## config.mk

```make
export PLATFORM = sky130hd
export DESIGN_NAME = snd_pole_filter
export DESIGN_NICKNAME = d
export VERILOG_FILES = /design/src/snd_pkg.sv /design/src/snd_pole_filter.sv
export SDC_FILE = /design/constraint.sdc
export NUM_CORES = 1
export LEC_CHECK = 0
export ABC_AREA = 1
export BUFFER_PORTS_ARGS = -buffer_cell sky130_fd_sc_hd__buf_2
export CELL_PAD_IN_SITES_DETAIL_PLACEMENT = 2
export CELL_PAD_IN_SITES_GLOBAL_PLACEMENT = 2
export CORE_MARGIN = 1
export CORE_UTILIZATION = 36
export CTS_BUF_LIST = sky130_fd_sc_hd__clkbuf_2
export CTS_CLUSTER_DIAMETER = 40
export CTS_CLUSTER_SIZE = 14
export DETAILED_ROUTE_END_ITERATION = 8
export PLACE_DENSITY = 0.84
export SKIP_LAST_GASP = 1
export SLEW_MARGIN = 5
export SYNTH_ARGS = -nofsm -noshare
export SYNTH_HDL_FRONTEND = slang
export SYNTH_SLANG_ARGS = --single-unit
```

## constraint.sdc

```tcl
create_clock -name clk -period 5.4 [get_ports clk]
set_input_delay 1.35 -clock clk [delete_from_list [all_inputs] [get_ports clk]]
set_output_delay 1.35 -clock clk [all_outputs]
set_load 0.1 [all_outputs]
```

## src/snd_pkg.sv

```systemverilog
//------------------------------------------------------------
// Sound board shared types
// Bus structs, sample widths, ROM banking schemes and
// the fixed mixer gains
//------------------------------------------------------------
package snd_pkg;

    typedef logic [15:0]        cpu_addr_t;
    typedef logic [7:0]         cpu_data_t;
    typedef logic [18:0]        rom_addr_t;
    typedef logic signed [15:0] fm_sample_t;
    typedef logic signed [8:0]  pcm_sample_t;
    typedef logic [7:0]         gain_t;      // 4.4 fixed point

    // Request from the sound CPU, io set for port cycles
    typedef struct packed {
        logic      cyc;
        logic      stb;
        logic      we;
        logic      io;
        cpu_addr_t adr;
        cpu_data_t dat_w;
    } wb_req_t;

    typedef struct packed {
        logic      ack;
        cpu_data_t dat_r;
    } wb_rsp_t;

    // Board variants of the program ROM banking
    typedef enum logic [1:0] {
        bank_linear,
        bank_swapped,
        bank_onehot
    } bank_scheme_t;

    typedef struct packed {
        logic [5:0] rom_msb;
        logic       pcm_rst;
        logic       pcm_mdn;   // Low selects slave mode
    } ctrl_latch_t;

    localparam gain_t fm_gain_on = 8'h0C;   // 0.75

    // Indexed by fxlevel
    localparam gain_t [3:0] pcm_gain_table = {8'h18, 8'h0C, 8'h06, 8'h03};

    localparam rom_addr_t rom_bank_base = 19'h10000;

endpackage

```

## src/snd_pole_filter.sv

```systemverilog
//------------------------------------------------------------
// One-pole low-pass filter for the PCM voice
// Steps toward the input by (16 - a)/16 on each sample
//------------------------------------------------------------
`timescale 1ns/100ps

module snd_pole_filter #(
    parameter int pole_a = 10
) (
    input  logic                 clk,
    input  logic                 rst,
    input  logic                 sample,
    input  snd_pkg::pcm_sample_t sin,
    output snd_pkg::pcm_sample_t sout
);
    localparam logic signed [5:0] coef = 6'(16 - pole_a);

    logic signed [12:0] acc;      // Four fraction bits
    logic signed [12:0] target;
    logic signed [13:0] diff;
    logic signed [19:0] prod;
    logic signed [19:0] acc_n;

    assign target = {sin, 4'b0000};
    assign diff   = target - acc;
    assign prod   = diff * coef;
    assign acc_n  = acc + (prod >>> 4);

    always_ff @(posedge clk or posedge rst) begin
        if (rst)         acc <= '0;
        else if (sample) acc <= acc_n[12:0];
    end

    assign sout = acc[12:4];

    // Never overshoots the input
    a_no_overshoot: assert property (@(posedge clk) disable iff (rst)
        sample |=> (sout >= $past(sout) && sout <= $past(sin))
                || (sout <= $past(sout) && sout >= $past(sin)));

endmodule

```

After elaboration in Yosys (flattened, before gate mapping)
Index checks and enable logic that the tools add are counted.
Word-level totals
  register bits after elaboration: 13
  logic and storage cells: 4
  bits of input ports: 12
Operators by class
  add/sub/neg operators: 2
  multiply operators: 1
Operators by type and width (count)
  $mul A14 B3 Y16 const B: 1
  $sub A13 B13 Y14: 1
  $add A13 B13 Y13: 1

Depth between registers and ports, before layout
  word-level depth: 3
  gate-level depth with buffers: 29
  gate-level depth less buffers: 29

Least setup slack after synthesis
Ideal clock, no wire load.
  path kind: input port to flip-flop
  start point: input sin[0]
  end point: register acc[12]
  data arrival time: 4.848 ns
  stages on the path: 27
  setup slack: 0.435 ns
  required time: 5.283 ns
  buffers on the path: 0
  cell sequence: ha_1 -> inv_2 -> nor2_1 -> nand3_2 -> nand2_2 -> a31o_2 -> xnor2_1 -> inv_1 -> ha_1 -> ha_1 -> nand2_1 -> a21oi_1 -> a211oi_1 -> o21ai_1 -> nand2_1 -> nor2_1 -> nor2_1 -> xor2_1 -> ha_1 -> a21oi_1 -> nor2_1 -> a211oi_1 -> o21ai_2 -> nand4_1 -> nand3_2 -> nand2_1 -> nand2_1
On the way
  longest elaborated chain between the ends: 3
RTL lines
  start, declared: RTL line snd_pole_filter.sv:13  | input snd_pkg::pcm_sample_t sin,
  $sub A13 B13 Y14: RTL line snd_pole_filter.sv:25  | assign diff = target - acc;
  $mul A14 B3 Y16: RTL line snd_pole_filter.sv:26  | assign prod = diff * coef;
  $add A13 B13 Y13: RTL line snd_pole_filter.sv:27  | assign acc_n = acc + (prod >>> 4);
  end signal, assigned: RTL line snd_pole_filter.sv:31  | else if (sample) acc <= acc_n[12:0];
  end, declared: RTL line snd_pole_filter.sv:18  | logic signed [12:0] acc;
No other way between the ends.
A chain may end at the register's enable or synchronous reset.

Final worst setup path
  start point: input sin[2]
  end point: register acc[11]
The elaborated chain is that of the path after synthesis.

==> impl_metrics.py <==
metrics = {
    "cts": {
        "clkSinkCount": 13,
        "cts_tree": "yes",
        "clk_path_buf_depth": 2,
        "cts_max_level": 1,
        "hold_buffers": 0,
        "worstSkewPairLatency_ns": 0.29,
        "cts_buffers": 3,
        "clkTransAtPathRegs_ns": 0.15,
        "cts_root_buf": "clkbuf_2",
    },
    "setup_path": {
        "crit_path_end_kind": "flip-flop",
        "path_max_fanout": 5,
        "r2r_slack_ns": 0.83,
        "r2r-end": "acc[11]$_DFFE_PP0P_",
        "start_kind": "primary input",
        "arrival_ns": 5.34,
        "reg2regPathDepth": 27,
        "cp.required_ns": 5.58,
        "critPathKind": "in -> reg",
        "regToRegStartpoint": "acc[7]$_DFFE_PP0P_",
    },
    "synthesis": {
        "seq_area_frac_synth_pct": 13.20,
        "synthXorXnorAreaFrac_pct": 11.99,
        "synth_cell_type_count": 38,
        "ys_ff_latch": 13,
        "synth_area_um2": 2464,
        "synth_top_family_by_area": "simple AND/OR/NAND/NOR gates",
        "synth_nets": 408,
        "synthAdderAreaFrac_pct": 22.45,
        "ys.warnings.count": 0,
        "yosys-mux-area-fraction_pct": 0,
        "synth.avg_cell_area_um2": 6.979,
        "synthCells": 353,
        "yosys.area_share.simple_pct": 26.16,
        "synth_compound_area_share_pct": 13.56,
    },
    "die": {
        "io-pin-count": 21,
        "die_x_um": 84.73,
        "dieHeight_um": 84.73,
        "initial_utilization_pct": 37.93,
        "rows": 29,
        "die_area_um2": 7178,
        "fp.coreArea_um2": 6495,
    },
    "cells_and_area": {
        "fin_nets": 431,
        "area_delta_synth_final_pct": 11.43,
        "drive_above_1_share_pct": 21.07,
        "top_regs": "acc (13)",
        "postLayoutCoreUtil_pct": 42.27,
        "filler_cell_count": 791,
        "multi_input_area_um2": 1907,
        "ff_latch_area_um2": 325.3,
        "antenna_cells": 0,
        "largest_reg_flops": 13,
        "regMostFlops": "acc",
    },
    "min_path": {
        "hold_depth": 2,
        "min_path_type": "reg -> reg",
        "hold_path.startpoint": "acc[12]$_DFFE_PP0P_",
        "holdPathEnd": "acc[12]$_DFFE_PP0P_",
    },
    "sta": {
        "skew_ns": 0.008199,
        "maxSlewViolCount": 0,
        "whs_ns": 0.5922,
        "period_share_pct": 95.65,
        "rsz0062_at_grt": "yes",
        "worstMarginPinSlew_ns": 0.5722,
        "finalCriticalPeriod_ns": 5.165,
        "clock.fmax_mhz": 193.6,
        "slew_headroom_pct": 61.81,
        "hold_viol_final": 0,
        "setup_violations": 0,
    },
    "global_routing": {
        "grt_max_degree": 15,
        "antenna_found_initial": 0,
        "grt.overflow.total": 0,
        "grt_pass1_vias": 2734,
        "grt_pass1_wl_um": 12810,
        "gr-usage-all-layers_pct": 22.47,
    },
    "placement": {
        "port_buffers": 20,
        "dp_hpwl_um": 6567,
        "routabilityCongestion": 0.8131,
    },
    "run": {
        "max-cap-violations": 0,
    },
    "status": {
        "violations": "design-rule violations",
        "status": "finished with violations",
    },
    "route": {
        "postRouteAntennaNets": 0,
        "avgRoutedWirePerCell_um": 17.00,
        "viasPerCell": 5.332,
        "firstDrtPassIters": 8,
        "vias": 2410,
        "drc": 2,
        "dr.first_iter.drc_count": 56,
        "drt-total-wl_um": 7686,
    },
}
## through the flow
stage,instance area [um^2],worst slack (ns),TNS [ns],std cells
6_report,2745,0.2350,0,452
5_1_grt,2745,-0.05730,-0.08728,452
4_1_cts,2635,0.02973,0,448
3_5_place_dp,2615,-0.2649,-0.4813,444
3_3_place_gp,2615,-0.04343,-0.07448,444
2_1_floorplan,2464,0.4354,0,353
## worst max-delay path by stage
| stage | start | endpoint | slack [ns] | cells past startpoint |
|---|---|---|---|---|
| final | sin[2] | acc[11]$_DFFE_PP0P_ | 0.24 | 27 |
| after global routing | sin[0] | acc[12]$_DFFE_PP0P_ | -0.06 | 27 |
| after CTS | sin[0] | acc[12]$_DFFE_PP0P_ | 0.03 | 28 |
| after detailed placement | sin[0] | acc[12]$_DFFE_PP0P_ | -0.26 | 28 |
| after global placement | sin[0] | acc[11]$_DFFE_PP0P_ | -0.04 | 27 |
| after floorplan | sin[0] | acc[12]$_DFFE_PP0P_ | 0.44 | 27 |
## cell type report
cell class                 instances  share of cell area, %
timing repair buffer              29                  6.108
multi-input combinational        268                  69.46
clock buffer                       4                 0.7293
inverter                          61                  8.341
sequential                        13                  11.85
tap                               77                  3.510
## worst max-delay path: stages
cell and delay, ns:
buf_2 0.10, ha_1 0.38, nand2_2 0.11, inv_1 0.04
nand2_1 0.06, nand2_1 0.08, a21oi_2 0.19, nor2_1 0.07
nor2_2 0.12, xor2_2 0.26, xor2_1 0.11, ha_1 0.36
nand2_1 0.09, nor2_1 0.13, nand3_1 0.11, nand4_1 0.14
nand3_1 0.11, nand2_1 0.10, xor2_1 0.22, ha_1 0.32
nand2_1 0.12, nor3_1 0.06, nand3_1 0.07, o2111ai_1 0.16
or2_2 0.31, nand3_1 0.07, o21ai_0 0.08
## kinds of logic after synthesis
| logic type | count (synthesis) |
|---|---|
| flops | 13 |
| buf+inv | 72 |
| xor+xnor | 32 |
| compound gates | 57 |
| simple gates | 136 |
| fa+ha+maj | 43 |
## cells in the final DEF, fill, tap and decap left out, drive strengths merged
master,count
a21o,2
o22ai,1
a221o,1
xor2,24
nor2,27
xnor2,8
nand4,8
inv,61
or2,1
nand2,80
a31o,1
a21oi,22
dfrtp,13
nor3,3
a31oi,4
o2111ai,1
ha,41
clkbuf,4
o21bai,3
nand3,17
a211oi,2
o31ai,1
o21ai,18
fa,2
o211ai,1
buf,29
## cells in the mapped netlist (all sizes together)
cell | number | area, um^2
nand4 | 8 | 56.30
dfrtp | 13 | 325.3
a21o | 2 | 15.01
o211ai | 1 | 7.510
fa | 2 | 40.04
a31o | 1 | 8.760
clkbuf | 1 | 3.750
xor2 | 24 | 225.2
or2 | 1 | 6.260
a211oi | 2 | 15.01
inv | 61 | 229.0
buf | 10 | 78.82
o21bai | 3 | 22.52
nor2 | 27 | 123.9
nor3 | 3 | 15.01
xnor2 | 8 | 70.07
o2111ai | 1 | 8.760
a31oi | 4 | 25.02
o22ai | 1 | 6.260
nand3 | 17 | 105.1
o31ai | 1 | 7.510
a221o | 1 | 10.01
o21ai | 18 | 93.84
ha | 41 | 513.0
nand2 | 80 | 337.8
a21oi | 22 | 113.9
## repair_timing
| action | CTS | global route |
|---|---|---|
| setup endpoints to repair | 0 | 4 |
| buffers inserted | 0 | 4 |
| resized for setup | 0 | 14 |
## routing by layer
metal	GRT usage, %	part of all wire (%)	up-vias
li1	-	-	1185
met1	27.87	46	1185
met2	41.39	51	25
met3	1.082	1.0	15
met4	7.550	1.8	0
met5	0	0	-
Power is left out: the tool's default activity adds up to more than one toggle a clock period on the data nets, which glitch-free logic cannot reach.
