==> src/snd_pkg.sv <==
//------------------------------------------------------------
// Sound board shared types
// Bus structs, sample widths, ROM banking schemes and
// the fixed mixer gains
//------------------------------------------------------------
package snd_pkg;

    typedef logic [15:0]        cpu_addr_t;
    typedef logic [7:0]         cpu_data_t;
    typedef logic [18:0]        rom_addr_t;
    typedef logic signed [15:0] fm_sample_t;
    typedef logic signed [8:0]  pcm_sample_t;
    typedef logic [7:0]         gain_t;      // 4.4 fixed point

    // Request from the sound CPU, io set for port cycles
    typedef struct packed {
        logic      cyc;
        logic      stb;
        logic      we;
        logic      io;
        cpu_addr_t adr;
        cpu_data_t dat_w;
    } wb_req_t;

    typedef struct packed {
        logic      ack;
        cpu_data_t dat_r;
    } wb_rsp_t;

    // Board variants of the program ROM banking
    typedef enum logic [1:0] {
        bank_linear,
        bank_swapped,
        bank_onehot
    } bank_scheme_t;

    typedef struct packed {
        logic [5:0] rom_msb;
        logic       pcm_rst;
        logic       pcm_mdn;   // Low selects slave mode
    } ctrl_latch_t;

    localparam gain_t fm_gain_on = 8'h0C;   // 0.75

    // Indexed by fxlevel
    localparam gain_t [3:0] pcm_gain_table = {8'h18, 8'h0C, 8'h06, 8'h03};

    localparam rom_addr_t rom_bank_base = 19'h10000;

endpackage

==> src/snd_bus_decode.sv <==
//------------------------------------------------------------
// Sound CPU bus decoder
// Wishbone slave for memory and port cycles, owns the
// control latch and drives the chip and mailbox strobes
//------------------------------------------------------------
`timescale 1ns/100ps

module snd_bus_decode (
    input  logic                 clk,
    input  logic                 rst,
    input  snd_pkg::wb_req_t     wb_req,
    output snd_pkg::wb_rsp_t     wb_rsp,
    output snd_pkg::ctrl_latch_t ctrl,
    output logic                 bank_sel,
    output logic                 rom_cs,
    input  snd_pkg::cpu_data_t   rom_data,
    input  logic                 rom_ok,
    output logic                 ram_we,
    input  snd_pkg::cpu_data_t   ram_dout,
    output logic                 fm_wr,
    output logic                 fm_a0,
    output snd_pkg::cpu_data_t   fm_din,
    input  snd_pkg::cpu_data_t   fm_dout,
    output logic                 pcm_wr,
    output snd_pkg::cpu_data_t   pcm_din,
    input  logic                 pcm_busyn,
    output logic                 mapper_rd,
    output logic                 mapper_wr,
    output snd_pkg::cpu_data_t   mapper_din,
    input  snd_pkg::cpu_data_t   mapper_dout
);
    import snd_pkg::*;

    typedef enum logic [1:0] {
        st_idle,
        st_decode,
        st_rom_wait,
        st_respond
    } state_t;

    state_t    state;
    logic      req_on;
    logic      sel_rom, sel_ram, sel_mbox, sel_fm, sel_ctrl, sel_pcm;
    logic      ack;
    cpu_data_t dat_r;
    cpu_data_t rd_mux;

    assign req_on = wb_req.cyc && wb_req.stb;

    // Memory map
    assign bank_sel = !wb_req.io && wb_req.adr[15:12] >= 4'h8 && wb_req.adr[15:12] < 4'hE;
    assign sel_rom  = !wb_req.io && (!wb_req.adr[15] || bank_sel);
    assign sel_ram  = !wb_req.io && wb_req.adr[15:11] == 5'b11111;

    // Port map on A7:A6, mailbox also at E800 in memory space
    assign sel_fm   = wb_req.io && wb_req.adr[7:6] == 2'd0;
    assign sel_ctrl = wb_req.io && wb_req.adr[7:6] == 2'd1;
    assign sel_pcm  = wb_req.io && wb_req.adr[7:6] == 2'd2;
    assign sel_mbox = wb_req.io ? wb_req.adr[7:6] == 2'd3 : wb_req.adr[15:11] == 5'b11101;

    // Chip data buses follow the held request
    assign fm_a0      = wb_req.adr[0];
    assign fm_din     = wb_req.dat_w;
    assign pcm_din    = wb_req.dat_w;
    assign mapper_din = wb_req.dat_w;

    // RAM sees the address during decode, data ready by respond
    assign ram_we = state == st_decode && sel_ram && wb_req.we;

    always_comb begin
        if (sel_ram)       rd_mux = ram_dout;
        else if (sel_fm)   rd_mux = fm_dout;
        else if (sel_pcm)  rd_mux = {pcm_busyn, 7'h7F};
        else if (sel_mbox) rd_mux = mapper_dout;
        else               rd_mux = 8'hFF;    // Unmapped
    end

    always_ff @(posedge clk or posedge rst) begin
        if (rst) begin
            state     <= st_idle;
            ack       <= 1'b0;
            rom_cs    <= 1'b0;
            fm_wr     <= 1'b0;
            pcm_wr    <= 1'b0;
            mapper_rd <= 1'b0;
            mapper_wr <= 1'b0;
        end else begin
            ack       <= 1'b0;
            fm_wr     <= 1'b0;
            pcm_wr    <= 1'b0;
            mapper_rd <= 1'b0;
            mapper_wr <= 1'b0;
            case (state)
                st_idle: begin
                    if (req_on && !ack) state <= st_decode;   // Skip the acked cycle
                end
                st_decode: begin
                    if (sel_rom && !wb_req.we) begin
                        rom_cs <= 1'b1;
                        state  <= st_rom_wait;
                    end else begin
                        state <= st_respond;
                    end
                end
                st_rom_wait: begin
                    if (rom_ok) begin
                        rom_cs <= 1'b0;
                        ack    <= 1'b1;
                        state  <= st_idle;
                    end
                end
                st_respond: begin
                    ack       <= 1'b1;
                    fm_wr     <= sel_fm && wb_req.we;
                    pcm_wr    <= sel_pcm && wb_req.we;
                    mapper_rd <= sel_mbox && !wb_req.we;
                    mapper_wr <= sel_mbox && wb_req.we;
                    state     <= st_idle;
                end
                default: state <= st_idle;
            endcase
        end
    end

    always_ff @(posedge clk) begin
        if (state == st_rom_wait && rom_ok) dat_r <= rom_data;
        else if (state == st_respond)       dat_r <= rd_mux;
    end

    // Control latch, bits 7:6 are active low on the bus
    always_ff @(posedge clk or posedge rst) begin
        if (rst) begin
            ctrl <= '{rom_msb: 6'd0, pcm_rst: 1'b1, pcm_mdn: 1'b1};
        end else if (state == st_respond && sel_ctrl && wb_req.we) begin
            ctrl <= '{rom_msb: wb_req.dat_w[5:0],
                      pcm_rst: ~wb_req.dat_w[6],
                      pcm_mdn: ~wb_req.dat_w[7]};
        end
    end

    assign wb_rsp = '{ack: ack, dat_r: dat_r};

    a_ack_in_cycle: assert property (@(posedge clk) disable iff (rst)
        $rose(wb_rsp.ack) |-> wb_req.cyc && wb_req.stb);

    a_one_target: assert property (@(posedge clk) disable iff (rst)
        req_on |-> $onehot0({sel_rom, sel_ram, sel_mbox, sel_fm, sel_ctrl, sel_pcm}));

endmodule

==> config.mk <==
export PLATFORM = sky130hd
export DESIGN_NAME = snd_bus_decode
export DESIGN_NICKNAME = d
export VERILOG_FILES = /design/src/snd_pkg.sv /design/src/snd_bus_decode.sv
export SDC_FILE = /design/constraint.sdc
export NUM_CORES = 1
export LEC_CHECK = 0
export ABC_CLOCK_PERIOD_IN_PS = 1300
export BUFFER_PORTS_ARGS = -buffer_cell sky130_fd_sc_hd__buf_2
export CORE_MARGIN = 2
export CORE_UTILIZATION = 35
export DETAILED_ROUTE_END_ITERATION = 10
export PLACE_DENSITY = 0.86
export SKIP_LAST_GASP = 1
export SLEW_MARGIN = 20
export SYNTH_ARGS = -nofsm -noshare
export SYNTH_HDL_FRONTEND = slang
export SYNTH_SLANG_ARGS = --single-unit
==> constraint.sdc <==
create_clock -name clk -period 1.3 [get_ports clk]
set_input_delay 0.13 -clock clk [delete_from_list [all_inputs] [get_ports clk]]
set_output_delay 0.13 -clock clk [all_outputs]
set_load 0.02 [all_outputs]
**After elaboration in Yosys (flattened, before gate mapping)**

Index checks and enable logic that the tools add are counted.

- Input port bits: 64
- Bits in registers: 24
- Output and inout port bits: 49

- Order comparisons: 2
- Reductions and logical operators: 30
- Bitwise gates (word level): 2
- Multiplexer cells: 20
- Eq/ne operators: 11

Operator list:

| cell | count |
|---|---|
| $mux W8 | 6 |
| $logic_and A1 B1 Y1 | 19 |
| $eq A5 B5 Y1 const B | 2 |
| $mux W1 | 9 |
| $eq A2 B2 Y1 const B | 4 |
| $pmux W2 S4 | 1 |
| $eq A2 B1 Y1 const B | 2 |
| $ge A4 B4 Y1 const B | 1 |
| $logic_not A1 Y1 | 4 |
| $logic_not A2 Y1 | 2 |
| $lt A4 B4 Y1 const B | 1 |
| $mux W2 | 2 |
| $ne A2 B2 Y1 const B | 2 |
| $pmux W1 S2 | 2 |
| $reduce_bool A2 Y1 | 2 |
| $reduce_and A3 Y1 | 1 |
| $ne A2 B1 Y1 const B | 1 |
| $not A1 Y1 | 2 |
| $reduce_and A2 Y1 | 1 |
| $logic_or A1 B1 Y1 | 1 |

**Longest topological paths before layout**

- Depth after elaboration: 8
- Mapped depth: 5
- Mapped depth without buffers: 4

**Worst setup path after synthesis**

No wires, ideal clock.

- Path kind: register to register
- Start: register state[1]
- End: register dat_r[7] (data pin)
- Library setup time: 0.256 ns
- Path buffers: 1
- Cell stages (with the launch flop): 6
- Setup slack: -0.012 ns
- Clock period less this slack: 1.312 ns
- Arrival time: 1.057 ns
- Data required time: 1.044 ns
- Cell sequence: dfrtp_1 nand2_1 or2_2 buf_2 o21ai_0 o21ai_1

- Word-level cells in the longest chain between the ends: 3

RTL lines:

| element | line | RTL |
|---|---|---|
| start: declaration | snd_bus_decode.sv:41 | `state_t state;` |
| start signal: assignment | snd_bus_decode.sv:80 | `state <= st_idle;` |
| start signal: assignment | snd_bus_decode.sv:95 | `if (req_on && !ack) state <= st_decode;` |
| start signal: assignment | snd_bus_decode.sv:100 | `state <= st_rom_wait;` |
| $eq A2 B2 Y1 | snd_bus_decode.sv:126 | `if (state == st_rom_wait && rom_ok) dat_r <= rom_data;` |
| $logic_and A1 B1 Y1 | snd_bus_decode.sv:126 |  |
| $mux W8 | snd_bus_decode.sv:126 |  |
| end signal: assignment | snd_bus_decode.sv:126 |  |
| end signal: assignment | snd_bus_decode.sv:127 | `else if (state == st_respond) dat_r <= rd_mux;` |
| end: declaration | snd_bus_decode.sv:45 | `cpu_data_t dat_r;` |

Every way passes these cells.
A chain may end at the register's enable or synchronous reset.

**Worst setup path in the final report**

- Start: register state[0]
- End: output ram_we

- Word-level cells in the longest chain between the ends: 3

RTL lines:

| element | line | RTL |
|---|---|---|
| $eq A2 B1 Y1 | snd_bus_decode.sv:68 | `assign ram_we = state == st_decode && sel_ram && wb_req.we;` |
| $logic_and A1 B1 Y1 (2 in series) | snd_bus_decode.sv:68 |  |
| end: declaration | snd_bus_decode.sv:18 | `output logic ram_we,` |

Every way passes these cells.

==> metrics <==
largest cells by area after synthesis=dfrtp_1 25%, edfxtp_1 17%, buf_4 14%; TritonCTS buffer count=3; Post-synth EDFFs=8; combinational power share=0.462; RD Place Congestion=0.698; number of warnings issued by yosys=0; largest net degree at the start of global routing=17; Post-Synth Adder-Cell Area=0; DIE WIDTH=67.6 microns; fin crit share=1.09; most common cell in the netlist=nand2_1; DR vias=1366; final core occ=0.515; area of the multi-input gates=562 sq um; via count of the first global-routing pass=1190; startpoint types=flip-flop; Sequential Power Share=0.386; asr flop ratio synth=0.667; post-synthesis mux area share=0.00796; DIE HEIGHT=67.6 microns; mean routed wirelength per cell=12.8 microns; Sw Share=0.367; first-pass GRT wire length=5130 microns; top cells by count, synth=32 x nand2_1, 26 x buf_4, 14 x dfrtp_1, 14 x nor2_1, 10 x o21ai_1; Sw Pwr=1.07 mW; Period minus WS final=1.41 ns; Static Leak=1.06 nW; peak supply drop=0.496 mV; Slew @ Worst Pin=0.358 ns; syn_nets=212; Yosys top cell by area=dfrtp_1; slew margin rel.=0.761; post-synth top area share=0.248; clock-pin slew on the worst setup and hold paths=0.08 ns; full die area=4560 sq um; setup violators final=5; CTS Sinks=24; Root Buffer=clkbuf_8; drc violations=0; FF-to-FF setup slack=-0.01 ns; WL final=3810 microns; internal cell power=1.85 mW; Buffers on Ports=102; I/O pins=113; power per cell area=1440 nW/um^2; max frequency=708 MHz; RSZ-0062 raised after global routing=true; area added between synthesis and finish=43.7%; hold path depth=2; R2R depth=5; Reg area=644 sq um; maxcap violations=0; CP max FO=5; Core Footprint=3940 sq um; Synth Instances=148; post-synthesis cell area=1410 sq um; post-synthesis sequential area ratio=0.455; Iter 0 DRT Violations=28; largest family of logic cells by synthesized area=simple AND/OR/NAND/NOR gates; Longest Clk Path Bufs=2; nets=312; clock network power share=0.151; post-place setup slack=-0.136 ns; Initial Util=0.359; crit end category=output port; Tot Pwr=2.92 mW; clock latency at the later pin of the worst-skew pair=0.26 ns; Yosys cell types=33; initial antenna violation count=0; final setup TNS=-0.138 ns; failing checks=negative setup slack; share of layout cells above drive strength 1=0.599; # diodes=0; gr usage total=0.148; final setup skew=0.00934 ns; DP HPWL=2920 microns; worst path arrival time=1.28 ns; Min-Delay Path Class=in2reg; post-synthesis register bit count=24; Setup WS post-layout=-0.112 ns; num rows=23; Final Hold Vio Count=0; TritonCTS clock tree=done; Slew Viols, Final=0; Congestion Overflow GR=0; xor/xnor share of the synthesized area=0; First-pass DRT Iterations=4; status=finished, violations left; post-route ant nets=0; H-tree depth=1; via density per instance=4.60; filler instances=370; WS Path Type=reg2out; Post-Synth Simple-Gate Area=0.213; ys flop type=dfrtp_1; Synth Area per Inst=9.55 sq um; Required @ worst endpoint=1.17 ns; Synth Area in Compound Gates=0.154
## power by group through the flow
stage          logic [mW]  clock network (mW)  registers (mW)
6_report             1.35               0.442            1.13
5_1_grt              1.47               0.474            1.15
3_3_place_gp         1.13                   0            1.14
3_5_place_dp         1.16                   0            1.15
2_1_floorplan       0.514                   0            1.35
4_1_cts              1.18               0.451            1.14
## logic make-up after synthesis
group / after synthesis
AO/OA/AOI/OAI: 25
multiplexers: 1
flip-flops: 24
buffers and inverters: 35
AND/OR/NAND/NOR: 63
## repair_timing
item / 4_1_cts / 5_1_grt
setup buffers: 0 / 5
hold buffers: 1 / 0
pin swaps: 0 / 2
endpoints found under the hold margin: 14 / 0
gates resized for setup: 6 / 6
setup endpoints to repair: 27 / 22
## final timing paths
path / from / endpoint
max in group asynchronous: rst / ctrl[1]
max reg2reg: state[1] / dat_r[1]
max: state[0] / ram_we
min in group asynchronous: rst / rom_cs
min reg2reg: ctrl[1] / ctrl[1]
min: wb_req[6] / ctrl[1]
## layer usage
metal,part of all wire,vias up,GRT usage
li1,-,682,-
met1,0.38,630,0.182
met2,0.56,50,0.263
met3,0.050,4,0.0183
met4,0.011,0,0.0536
met5,0,-,0
## registers in the layout, summed over array words and instances (netlist names)
signal and flops:
rom_cs 1, mapper_wr 1, dat_r 8, ctrl 8, ack 1, state 2
pcm_wr 1, mapper_rd 1, fm_wr 1
## worst max-delay path, cell delays in order (launching register included)
cell and delay, ns:
dfrtp_2 0.42, buf_6 0.12, nor2b_4 0.14, nand2_1 0.07
nor2_1 0.12, buf_4 0.16
## through the flow
stage	hold slack (ns)	area, sq um	std cells
after floorplan	0.0423	1420	148
after global placement	0.147	1900	287
after detailed placement	0.145	1900	287
after CTS	0.0340	1970	292
after global routing	0.0442	2030	297
final	0.0367	2030	297
## area by class of cell
cell class | count | share of cell area
timing repair buffer | 126 | 0.346
clock buffer | 4 | 0.0222
multi-input combinational | 89 | 0.276
sequential | 24 | 0.317
inverter | 4 | 0.00739
tap | 50 | 0.0308
## placed cells by master, fill, tap and decap left out, drive strengths merged
master / n
nor2: 14
a21o: 1
inv: 4
a311oi: 1
edfxtp: 8
a22o: 1
nor4bb: 1
or3: 2
nand2: 32
o21ai: 11
o211a: 1
nand2b: 2
o221ai: 7
dlygate4sd3: 1
dfrtp: 14
clkbuf: 4
nand3b: 2
o31a: 1
nand3: 2
nor3: 4
a21boi: 1
or3b: 1
nor2b: 1
a31oi: 1
mux2: 1
or2: 1
and3b: 1
dfstp: 2
buf: 125
Note: power is estimated with default switching activity, not from simulation.
