--- src/snd_pkg.sv ---
//------------------------------------------------------------
// Sound board shared types
// Bus structs, sample widths, ROM banking schemes and
// the fixed mixer gains
//------------------------------------------------------------
package snd_pkg;

    typedef logic [15:0]        cpu_addr_t;
    typedef logic [7:0]         cpu_data_t;
    typedef logic [18:0]        rom_addr_t;
    typedef logic signed [15:0] fm_sample_t;
    typedef logic signed [8:0]  pcm_sample_t;
    typedef logic [7:0]         gain_t;      // 4.4 fixed point

    // Request from the sound CPU, io set for port cycles
    typedef struct packed {
        logic      cyc;
        logic      stb;
        logic      we;
        logic      io;
        cpu_addr_t adr;
        cpu_data_t dat_w;
    } wb_req_t;

    typedef struct packed {
        logic      ack;
        cpu_data_t dat_r;
    } wb_rsp_t;

    // Board variants of the program ROM banking
    typedef enum logic [1:0] {
        bank_linear,
        bank_swapped,
        bank_onehot
    } bank_scheme_t;

    typedef struct packed {
        logic [5:0] rom_msb;
        logic       pcm_rst;
        logic       pcm_mdn;   // Low selects slave mode
    } ctrl_latch_t;

    localparam gain_t fm_gain_on = 8'h0C;   // 0.75

    // Indexed by fxlevel
    localparam gain_t [3:0] pcm_gain_table = {8'h18, 8'h0C, 8'h06, 8'h03};

    localparam rom_addr_t rom_bank_base = 19'h10000;

endpackage

--- src/snd_mixer.sv ---
//------------------------------------------------------------
// FM and PCM mixer
// Gain stage, then sum with saturation to 16 bits;
// peak marks the clipped samples
//------------------------------------------------------------
`timescale 1ns/100ps

module snd_mixer (
    input  logic                 clk,
    input  logic                 rst,
    input  snd_pkg::fm_sample_t  fm_left,
    input  snd_pkg::fm_sample_t  fm_right,
    input  snd_pkg::pcm_sample_t pcm,
    input  logic                 enable_fm,
    input  logic                 enable_pcm,
    input  logic [1:0]           fxlevel,
    output snd_pkg::fm_sample_t  snd,
    output logic                 peak
);
    import snd_pkg::*;

    localparam logic signed [26:0] pos_lim = 27'sd32767;
    localparam logic signed [26:0] neg_lim = -27'sd32768;

    gain_t              fm_gain;
    gain_t              pcm_gain;
    fm_sample_t         pcm_wide;
    logic signed [24:0] prod_l, prod_r, prod_p;
    logic signed [26:0] sum;
    logic signed [26:0] scaled;
    fm_sample_t         level;
    logic               clip;

    assign fm_gain  = enable_fm ? fm_gain_on : '0;
    assign pcm_gain = enable_pcm ? pcm_gain_table[fxlevel] : '0;
    assign pcm_wide = {pcm, 7'd0};    // Up to FM scale

    // Gain stage, gains are unsigned
    always_ff @(posedge clk) begin
        prod_l <= fm_left * $signed({1'b0, fm_gain});
        prod_r <= fm_right * $signed({1'b0, fm_gain});
        prod_p <= pcm_wide * $signed({1'b0, pcm_gain});
    end

    assign sum    = prod_l + prod_r + prod_p;
    assign scaled = sum >>> 4;    // Drop the 4.4 fraction

    always_comb begin
        clip  = 1'b0;
        level = scaled[15:0];
        if (scaled > pos_lim) begin
            level = 16'sh7FFF;
            clip  = 1'b1;
        end else if (scaled < neg_lim) begin
            level = 16'sh8000;
            clip  = 1'b1;
        end
    end

    always_ff @(posedge clk or posedge rst) begin
        if (rst) begin
            snd  <= '0;
            peak <= 1'b0;
        end else begin
            snd  <= level;
            peak <= clip;
        end
    end

endmodule

--- config.mk ---
export PLATFORM = sky130hd
export DESIGN_NAME = snd_mixer
export DESIGN_NICKNAME = d
export VERILOG_FILES = /design/src/snd_pkg.sv /design/src/snd_mixer.sv
export SDC_FILE = /design/constraint.sdc
export NUM_CORES = 1
export LEC_CHECK = 0
export ABC_AREA = 1
export ABC_CLOCK_PERIOD_IN_PS = 2800
export BUFFER_PORTS_ARGS = -buffer_cell sky130_fd_sc_hd__buf_2
export CORE_MARGIN = 4
export CORE_UTILIZATION = 45
export DETAILED_ROUTE_END_ITERATION = 16
export HOLD_SLACK_MARGIN = 0.02
export PLACE_DENSITY = 0.65
export SLEW_MARGIN = 30
export SYNTH_ARGS = -nofsm -noshare
export SYNTH_HDL_FRONTEND = slang
export SYNTH_SLANG_ARGS = --single-unit
--- constraint.sdc ---
create_clock -name clk -period 2.8 [get_ports clk]
set_clock_uncertainty 0.1 [all_clocks]
set_input_delay 0.28 -clock clk [delete_from_list [all_inputs] [get_ports clk]]
set_output_delay 0.28 -clock clk [all_outputs]
set_load 0.03 [all_outputs]
After elaboration in Yosys (flattened, before gate mapping)
Cells that the tools add are included.

Output and inout bits: 17. Bits in registers: 77. Logic and storage cells: 21. Input port bits: 47.

Multiply operators: 3. Multiplexer cells: 8. Order comparisons: 3. Add/sub/neg operators: 2.

Operator list (count): $mul A16 B5 Y21 (2); $mux W16 (2); $add A22 B25 Y26 (1); $add A21 B21 Y22 (1); $gt A22 B16 Y1 const B (1); $lt A22 B16 Y1 const B (1); $mul A9 B9 Y18 (1); $bmux W8 S2 (1); $mux W8 (2); $mux W4 (1); $lt A2 B3 Y1 const B (1); $mux W1 (2).

Logic depth before layout (Yosys ltp)
Gate-level depths: netlist of the first run.

Depth after elaboration: 5. Mapped depth: 22.

Least setup slack after synthesis of the first run
Ideal clock, no wire load.

Path kind: in2reg. From: input fxlevel[1]. To: register prod_p[23]. Path slack: -1615 ps. Cell stages on the path: 20. Data required time: 2588 ps. Setup time: 112 ps. Data arrival time: 4202 ps. Buffers on the path: 0. Path through: inv_1 ha_1 nand2_1 clkinv_1 nand2_1 fa_1 inv_1 fa_1 ha_1 inv_1 fa_1 fa_1 o21ai_0 a21oi_1 o21bai_1 a21boi_0 o21ai_0 nand2_1 nand2_1 nand2_1.

Cells in the longest elaborated chain, start to end: 4.

Ends and longest elaborated chain: start: declaration (line snd_mixer.sv:16) `input logic [1:0] fxlevel,`; $bmux W8 S2 (line snd_mixer.sv:35) `assign pcm_gain = enable_pcm ? pcm_gain_table[fxlevel] : '0;`; $mux W8 (not written as such) (line snd_mixer.sv:35); $mux W8 (line snd_mixer.sv:35); $mul A9 B9 Y18 (line snd_mixer.sv:42) `prod_p <= pcm_wide * $signed({1'b0, pcm_gain});`; end signal: assignment (line snd_mixer.sv:42); end: declaration (line snd_mixer.sv:28) `logic signed [24:0] prod_l, prod_r, prod_p;`.

Every way passes these cells. The select of a mux whose other input is x is not followed.

Worst setup path after layout of the first run
From: input fxlevel[0]. To: register prod_p[23].

Same word-level chain as after synthesis.

==> reports/metrics.csv, run 1 <==
stage;metric;value;unit
run_status;failing checks;negative setup slack;
sta;Slew HR;0.609;
clock_tree;CTS max path bufs;2;
floorplan;initial core utilization;0.462;
global_routing;Overall Global Routing Usage;0.174;
synthesis;ys async rst share;0.233;
synthesis;count leader, synth;nand2_1;
drt;Total Wirelength;17500;um
sta;final setup fails;13;
setup_path;crit-path cells;buf_8, inv_8, ha_4, nand2_8, clkinv_8, nand2_2, fa_1, inv_1, fa_1, ha_1, inv_1, fa_1, inv_2, ha_4, nand2_2, o21ai_2, a21oi_2, o21bai_1, a21boi_2, o21ai_2, nand2_1, nand2_1, nand2_1;
drt;DR pass1 iterations;5;
clock_tree;clock sink count;73;
synthesis;Yosys Warn Count;0;
finish;Nets;1472;
drt;Vias;6649;
setup_path;element type at the critical path end;register;
placed_design;Placed Cells incl. Taps;1394;
min_path;Hold Crit Class;in2reg;
synthesis;sequential fraction of the synthesis area;0.193;
placed_design;GP Congestion;0.898;
global_routing;vias in the first global route;6432;
finish;diodes inserted;0;
global_routing;Remaining Overflow, GRT;0;
sta;Final period util;1.36;
synthesis;ys flop type;dfxtp_1;
placed_design;I/O Buffers;63;
synthesis;Avg Cell Area, Syn;8.03;um2
sta;Slew @ Worst Pin;0.585;ns
synthesis;#FFs+latches synth;73;
clock_tree;H-tree depth;3;
pwr;Pleak;6.08;nW
synthesis;Cell Area, Synth;8020;um2
synthesis;top-area cell type share of the netlist area;0.278;
drt;Avg WL per Cell;12.2;um
finish;Non-Filler Instances;1425;
job;Max Cap Viol;0;
placed_design;hpwl dp;14100;um
setup_path;buffers and inverters on the worst path;6;
pwr;Total Power;7.44;mW
synthesis;synth unique cells;37;
clock_tree;Root Driver;clkbuf_16;
setup_path;slowest stage cell, crit path;fa_1;
global_routing;global-route wire length before repair;29000;um
drt;Initial DRC Count;225;
floorplan;core box area;17400;um2
setup_path;Worst EP required;2.94;ns
global_routing;largest net degree at the start of global routing;26;
clock_tree;Clock Pin Slew Worst Setup and Hold Paths;0.07;ns
clock_tree;TritonCTS clock tree;yes;
run_status;outcome;finished, violations left;
sta;maximum clock frequency;263;MHz
drt;Post-route DRC;0;
pwr;maximum VDD drop;584;uV
finish;Syn-to-layout area delta;36.0;%
floorplan;Die W;141;um
floorplan;# IOs;64;
clock_tree;Clock Latency Late Sink;0.34;ns
floorplan;die area;20000;um2
setup_path;critical path arrival;3.94;ns
placed_design;dpl ws;-1.50;ns
setup_path;Worst path max stage delay;0.49;ns
synthesis;Mapped Cells;998;
pwr;PwrDens;683;nW/um2
sta;final setup margin;-1.01;ns
clock_tree;CTS Buf Count;9;
finish;layout cells sized above 1;0.343;
synthesis;top cells by area, synth;ha_1 28%, dfxtp_1 14%, fa_1 13%;
floorplan;die height;141;um
sta;final hold vios;0;
sta;RSZ-0062 raised after global routing;true;
sta;Max Slew Vio Count;0;
drt;Via density;4.67;
setup_path;nature of the critical path startpoint;input pin;
synthesis;EDFF count, synth;0;
sta;minimum clock period;3.81;ns
global_routing;initial antenna violation count;0;
setup_path;CP delay by family, top;adder cells;
finish;Layout Utilization;0.628;
floorplan;# rows;48;
setup_path;Setup CP Type;in2reg;
synthesis;largest area contributor in the netlist;ha_1;
drt;Routed Antenna Nets;0;
synthesis;synth cell count leaders;236 x nand2_1, 204 x inv_1, 178 x ha_1;
synthesis;syn_nets;1275;
setup_path;worst-path fanout max;5;
sta;total negative setup slack;-9.74;ns
area by class of cell:
cell class / instances / area (um2)
Multi-Input combinational cell: 716 / 6640
Timing Repair inverter: 1 / 8.76
Clock inverter: 7 / 86.3
Sequential cell: 73 / 1550
Tap cell: 225 / 282
Clock buffer: 9 / 225
Inverter: 206 / 806
Fill cell: 1483 / 6450
Timing Repair Buffer: 188 / 1310
flip-flops by register name, indices dropped and copies added (netlist names):
signal and count:
snd 16, prod_r 19, prod_p 18, prod_l 19, peak 1
power by group:
part / leakage (nW) / internal [mW] / switching, mW
sequential: 0.658 / 1.32 / 0.102
clock: 0.150 / 0.708 / 0.484
combinational: 5.27 / 2.03 / 2.80
total: 6.08 / 4.06 / 3.39
worst reg2reg max path, cell delays in order, from the launching register on:
cell	delay, ns
dfxtp_1	0.32
fa_1	0.58
ha_4	0.23
a21oi_1	0.23
nand2_1	0.15
a21oi_1	0.22
nand2_1	0.08
nand2_1	0.06
nand2_1	0.09
a21oi_1	0.13
nand3b_1	0.20
nand2_4	0.21
nand2_2	0.07
timing repair:
action | 4_1_cts | 5_1_grt
hold endpoints to repair | 17 | 0
pin swaps | 19 | 68
resized for setup | 50 | 99
gates cloned | 2 | 1
buffers inserted | 3 | 8
hold buffers | 1 | 0
endpoints found under the setup margin | 41 | 35
final timing paths:
kind / start / endpoint / slack [ns] / depth (start not counted)
max: fxlevel[0] / prod_p[23] / -1.01 / 23
min: fm_left[0] / prod_l[2] / 0.08 / 3
max reg2reg: prod_p[18] / snd[6] / 0.01 / 12
min reg2reg: prod_l[2] / snd[0] / 0.63 / 5
max in group asynchronous: rst / snd[1] / 1.76 / 3
min in group asynchronous: rst / snd[15] / 0.44 / 3
cells by family (layout without fill, tap and decap cells):
logic type               Yosys count  after routing  synth area share
AO/OA/AOI/OAI                     93             93            0.0652
XOR/XNOR                          50             50            0.0556
adder cells (fa/ha/maj)          230            230             0.408
buffers and inverters            211            411             0.101
flip-flops                        73             73             0.193
AND/OR/NAND/NOR                  341            343             0.178
cells in the final DEF (no fill, tap or decap), drive strengths merged:
master / count
or2: 2
xor2: 33
inv: 208
a31oi: 3
o21ai: 19
o211ai: 2
nand4: 8
nor4: 1
nand3: 20
dlygate4sd3: 1
a21oi: 54
clkbuf: 9
dfxtp: 56
bufinv: 1
a21o: 1
nand3b: 3
o21bai: 3
xnor2: 17
nor2: 52
a211oi: 1
buf: 187
dfrtp: 17
clkinvlp: 1
nor3: 7
nand2: 250
ha: 178
o21a: 1
fa: 52
o31ai: 3
a21boi: 6
clkinv: 4
layer usage:
layer	GRT usage	wire (um)
met5	0	0
met4	0.0333	193
met3	0.0212	451
met2	0.292	8370
met1	0.245	8440
metrics by stage:
step / hold WS [ns] / area, um2
finish: 0.0768 / 10900
global route: 0.0790 / 10900
CTS: 0.0676 / 10500
detailed placement: 0.277 / 9820
global placement: 0.254 / 9820
floorplan: 0.106 / 8450
No activity file was read; power rests on OpenSTA's default activity.
==> inputs of run 2 (changes only) <==
ABC_AREA = not set   (was 1)
==> reports/metrics.csv, run 2 <==
stage;metric;value;unit
sta;RSZ-0062 raised after global routing;true;
drt;Initial DRC Count;245;
finish;layout cells sized above 1;0.433;
min_path;beginning of the worst hold path;fm_right[0];
sta;final setup fails;40;
setup_path;element type at the critical path end;register;
synthesis;EDFF count, synth;0;
synthesis;Mapped Cells;807;
clock_tree;CTS Buf Count;9;
pwr;sequential share of power;0.179;
sta;minimum clock period;4.29;ns
floorplan;core box area;16700;um2
global_routing;global-route wire length before repair;30200;um
finish;Layout Utilization;0.696;
run_status;failing checks;negative setup slack;
setup_path;nature of the critical path startpoint;input pin;
global_routing;Remaining Overflow, GRT;0;
clock_tree;Clock Latency Late Sink;0.33;ns
placed_design;hpwl dp;13600;um
pwr;PwrDens;678;nW/um2
synthesis;largest area contributor in the netlist;ha_1;
floorplan;initial core utilization;0.461;
synthesis;#FFs+latches synth;73;
pwr;NetSw;3.12;mW
global_routing;Overall Global Routing Usage;0.184;
setup_path;Setup CP Type;in2reg;
sta;maximum clock frequency;233;MHz
job;Max Cap Viol;0;
setup_path;R2R cell count;15;
drt;Avg WL per Cell;13.7;um
synthesis;Yosys Warn Count;0;
finish;Syn-to-layout area delta;50.8;%
synthesis;top cells by area, synth;ha_1 29%, dfxtp_1 15%, fa_1 14%;
pwr;Int Power;4.75;mW
pwr;combinational power share;0.674;
sta;final setup margin;-1.49;ns
floorplan;# IOs;64;
pwr;clock power share;0.146;
setup_path;Worst R2R Start;prod_p[7];
placed_design;DP Area;10100;um2
synthesis;Avg Cell Area, Syn;9.55;um2
synthesis;sequential fraction of the synthesis area;0.201;
floorplan;die height;139;um
finish;diodes inserted;0;
synthesis;ys async rst share;0.233;
sta;Final period util;1.53;
finish;Largest regs;prod_l: 19 flops, prod_r: 19 flops, prod_p: 18 flops;
global_routing;initial antenna violation count;0;
pwr;Sw Ratio;0.397;
setup_path;RR Endpoint;snd[7];
synthesis;synth cell count leaders;178 x ha_1, 100 x inv_1, 56 x dfxtp_1;
drt;DR pass1 iterations;5;
clock_tree;Clock Pin Slew Worst Setup and Hold Paths;0.05;ns
synthesis;Cell Area, Synth;7700;um2
sta;final hold vios;0;
sta;Slew @ Worst Pin;0.636;ns
finish;post-route design area;11600;um2
synthesis;syn_nets;1084;
global_routing;vias in the first global route;6696;
setup_path;crit path from;fxlevel[0];
run_status;outcome;finished, violations left;
min_path;Hold Path End;prod_r[2];
synthesis;ys flop type;dfxtp_1;
pwr;maximum VDD drop;410;uV
synthesis;top-area cell type share of the netlist area;0.289;
clock_tree;clock sink count;73;
setup_path;worst-path fanout max;4;
min_path;Hold Crit Class;in2reg;
synthesis;synth unique cells;57;
drt;Post-route DRC;0;
finish;most frequent cells in the layout;198 x buf_4, 120 x ha_1, 91 x inv_1;
pwr;Pleak;5.91;nW
setup_path;reg2reg setup slack;-0.66;ns
sta;Max Slew Vio Count;0;
drt;Routed Antenna Nets;0;
finish;Nets;1363;
clock_tree;Root Driver;clkbuf_16;
sta;Slew HR;0.576;
setup_path;Worst EP required;2.91;ns
finish;commonest non-fill, non-tap cell in the layout;buf_4;
placed_design;dpl ws;-2.06;ns
clock_tree;CTS max path bufs;2;
setup_path;critical path arrival;4.40;ns
floorplan;# rows;47;
drt;Via density;4.95;
synthesis;count leader, synth;ha_1;
floorplan;Die W;139;um
drt;Vias;6487;
drt;Total Wirelength;17900;um
floorplan;die area;19300;um2
clock_tree;H-tree depth;3;
clock_tree;TritonCTS clock tree;yes;
placed_design;I/O Buffers;63;
global_routing;largest net degree at the start of global routing;18;
placed_design;GP Congestion;0.831;
min_path;WHS Path Cells;2;
-- run 2: changes by cell type after synthesis, sizes merged, moves of 21 or more --
cell / before / now
a21o: 1 / 23
a21oi: 54 / 33
and2: 0 / 35
and3: 0 / 25
inv: 205 / 100
nand2: 248 / 48
xor2: 33 / 12
-- run 2: metal layers --
layer | wire (um) | global-route usage
met1 | 8140 | 0.237
met2 | 9040 | 0.334
met3 | 370 | 0.0197
met4 | 369 | 0.0402
met5 | 0 | 0
-- run 2: metrics by stage --
step / std cells / hold WS [ns] / total power, mW / setup TNS (ns)
after floorplan: 807 / 0.106 / 4.17 / -25.84
after global placement: 1253 / 0.291 / 5.75 / -39.61
after detailed placement: 1253 / 0.292 / 5.80 / -40.53
after CTS: 1304 / 0.112 / 7.34 / -27.33
after global routing: 1310 / 0.123 / 8.46 / -32.74
final: 1310 / 0.124 / 7.88 / -26.86
-- run 2: repair_timing --
| action | 4_1_cts | 5_1_grt |
|---|---|---|
| hold endpoints to repair | 17 | 0 |
| setup buffers | 35 | 17 |
| resized for setup | 69 | 73 |
| pin swaps | 84 | 43 |
| cloned | 3 | 1 |
| hold buffers | 1 | 0 |
| setup endpoints to repair | 45 | 45 |
-- run 2: how the worst max path moves through the flow --
stage / to / slack (ns)
floorplan: prod_p[22] / -1.88
global placement: prod_p[22] / -1.97
detailed placement: prod_p[22] / -2.06
global route: prod_p[23] / -1.66
finish: prod_p[22] / -1.49
CTS: prod_p[21] / -1.49
-- run 2: layout make-up --
cell class | instances | area [um2]
well taps | 220 | 275
fillers | 1212 | 5080
flip-flops and latches | 73 | 1550
inverters | 100 | 380
repair buffers | 281 | 2160
multi-input cells | 621 | 6960
clock buffers | 11 | 253
clock inverters | 4 | 50.0
-- run 2: power groups by stage --
| stage | Clock [mW] | Combinational (mW) | Sequential, mW |
|---|---|---|---|
| 2_1_floorplan | 0 | 2.52 | 1.65 |
| 3_3_place_gp | 0 | 4.32 | 1.43 |
| 3_5_place_dp | 0 | 4.36 | 1.44 |
| 4_1_cts | 1.17 | 4.76 | 1.42 |
| 5_1_grt | 1.21 | 5.82 | 1.44 |
| 6_report | 1.15 | 5.31 | 1.41 |
-- run 2: cell families (layout without fill, tap and decap cells) --
| family | count (synthesis) | count (layout) | synth area share |
|---|---|---|---|
| fa+ha+maj | 230 | 230 | 0.424 |
| simple gates | 214 | 214 | 0.143 |
| compound gates | 128 | 128 | 0.119 |
| buf+inv | 113 | 396 | 0.0567 |
| flops | 73 | 73 | 0.201 |
| xor+xnor | 47 | 47 | 0.0534 |
| mux | 2 | 2 | 0.00260 |
-- run 2: critical path, stage by stage --
cell and delay (ns):
buf_8 0.08, inv_4 0.03, ha_4 0.24, and2_4 0.16, nand2_4 0.05, fa_1 0.49
inv_2 0.04, fa_1 0.43, ha_1 0.29, inv_1 0.05, fa_1 0.49, inv_1 0.05
ha_1 0.27, a21o_1 0.17, a21oi_2 0.17, o21ai_2 0.07, a21oi_2 0.15, nor2b_2 0.07
o2111ai_2 0.16, nand3_1 0.12, o41a_1 0.42, xnor2_1 0.14
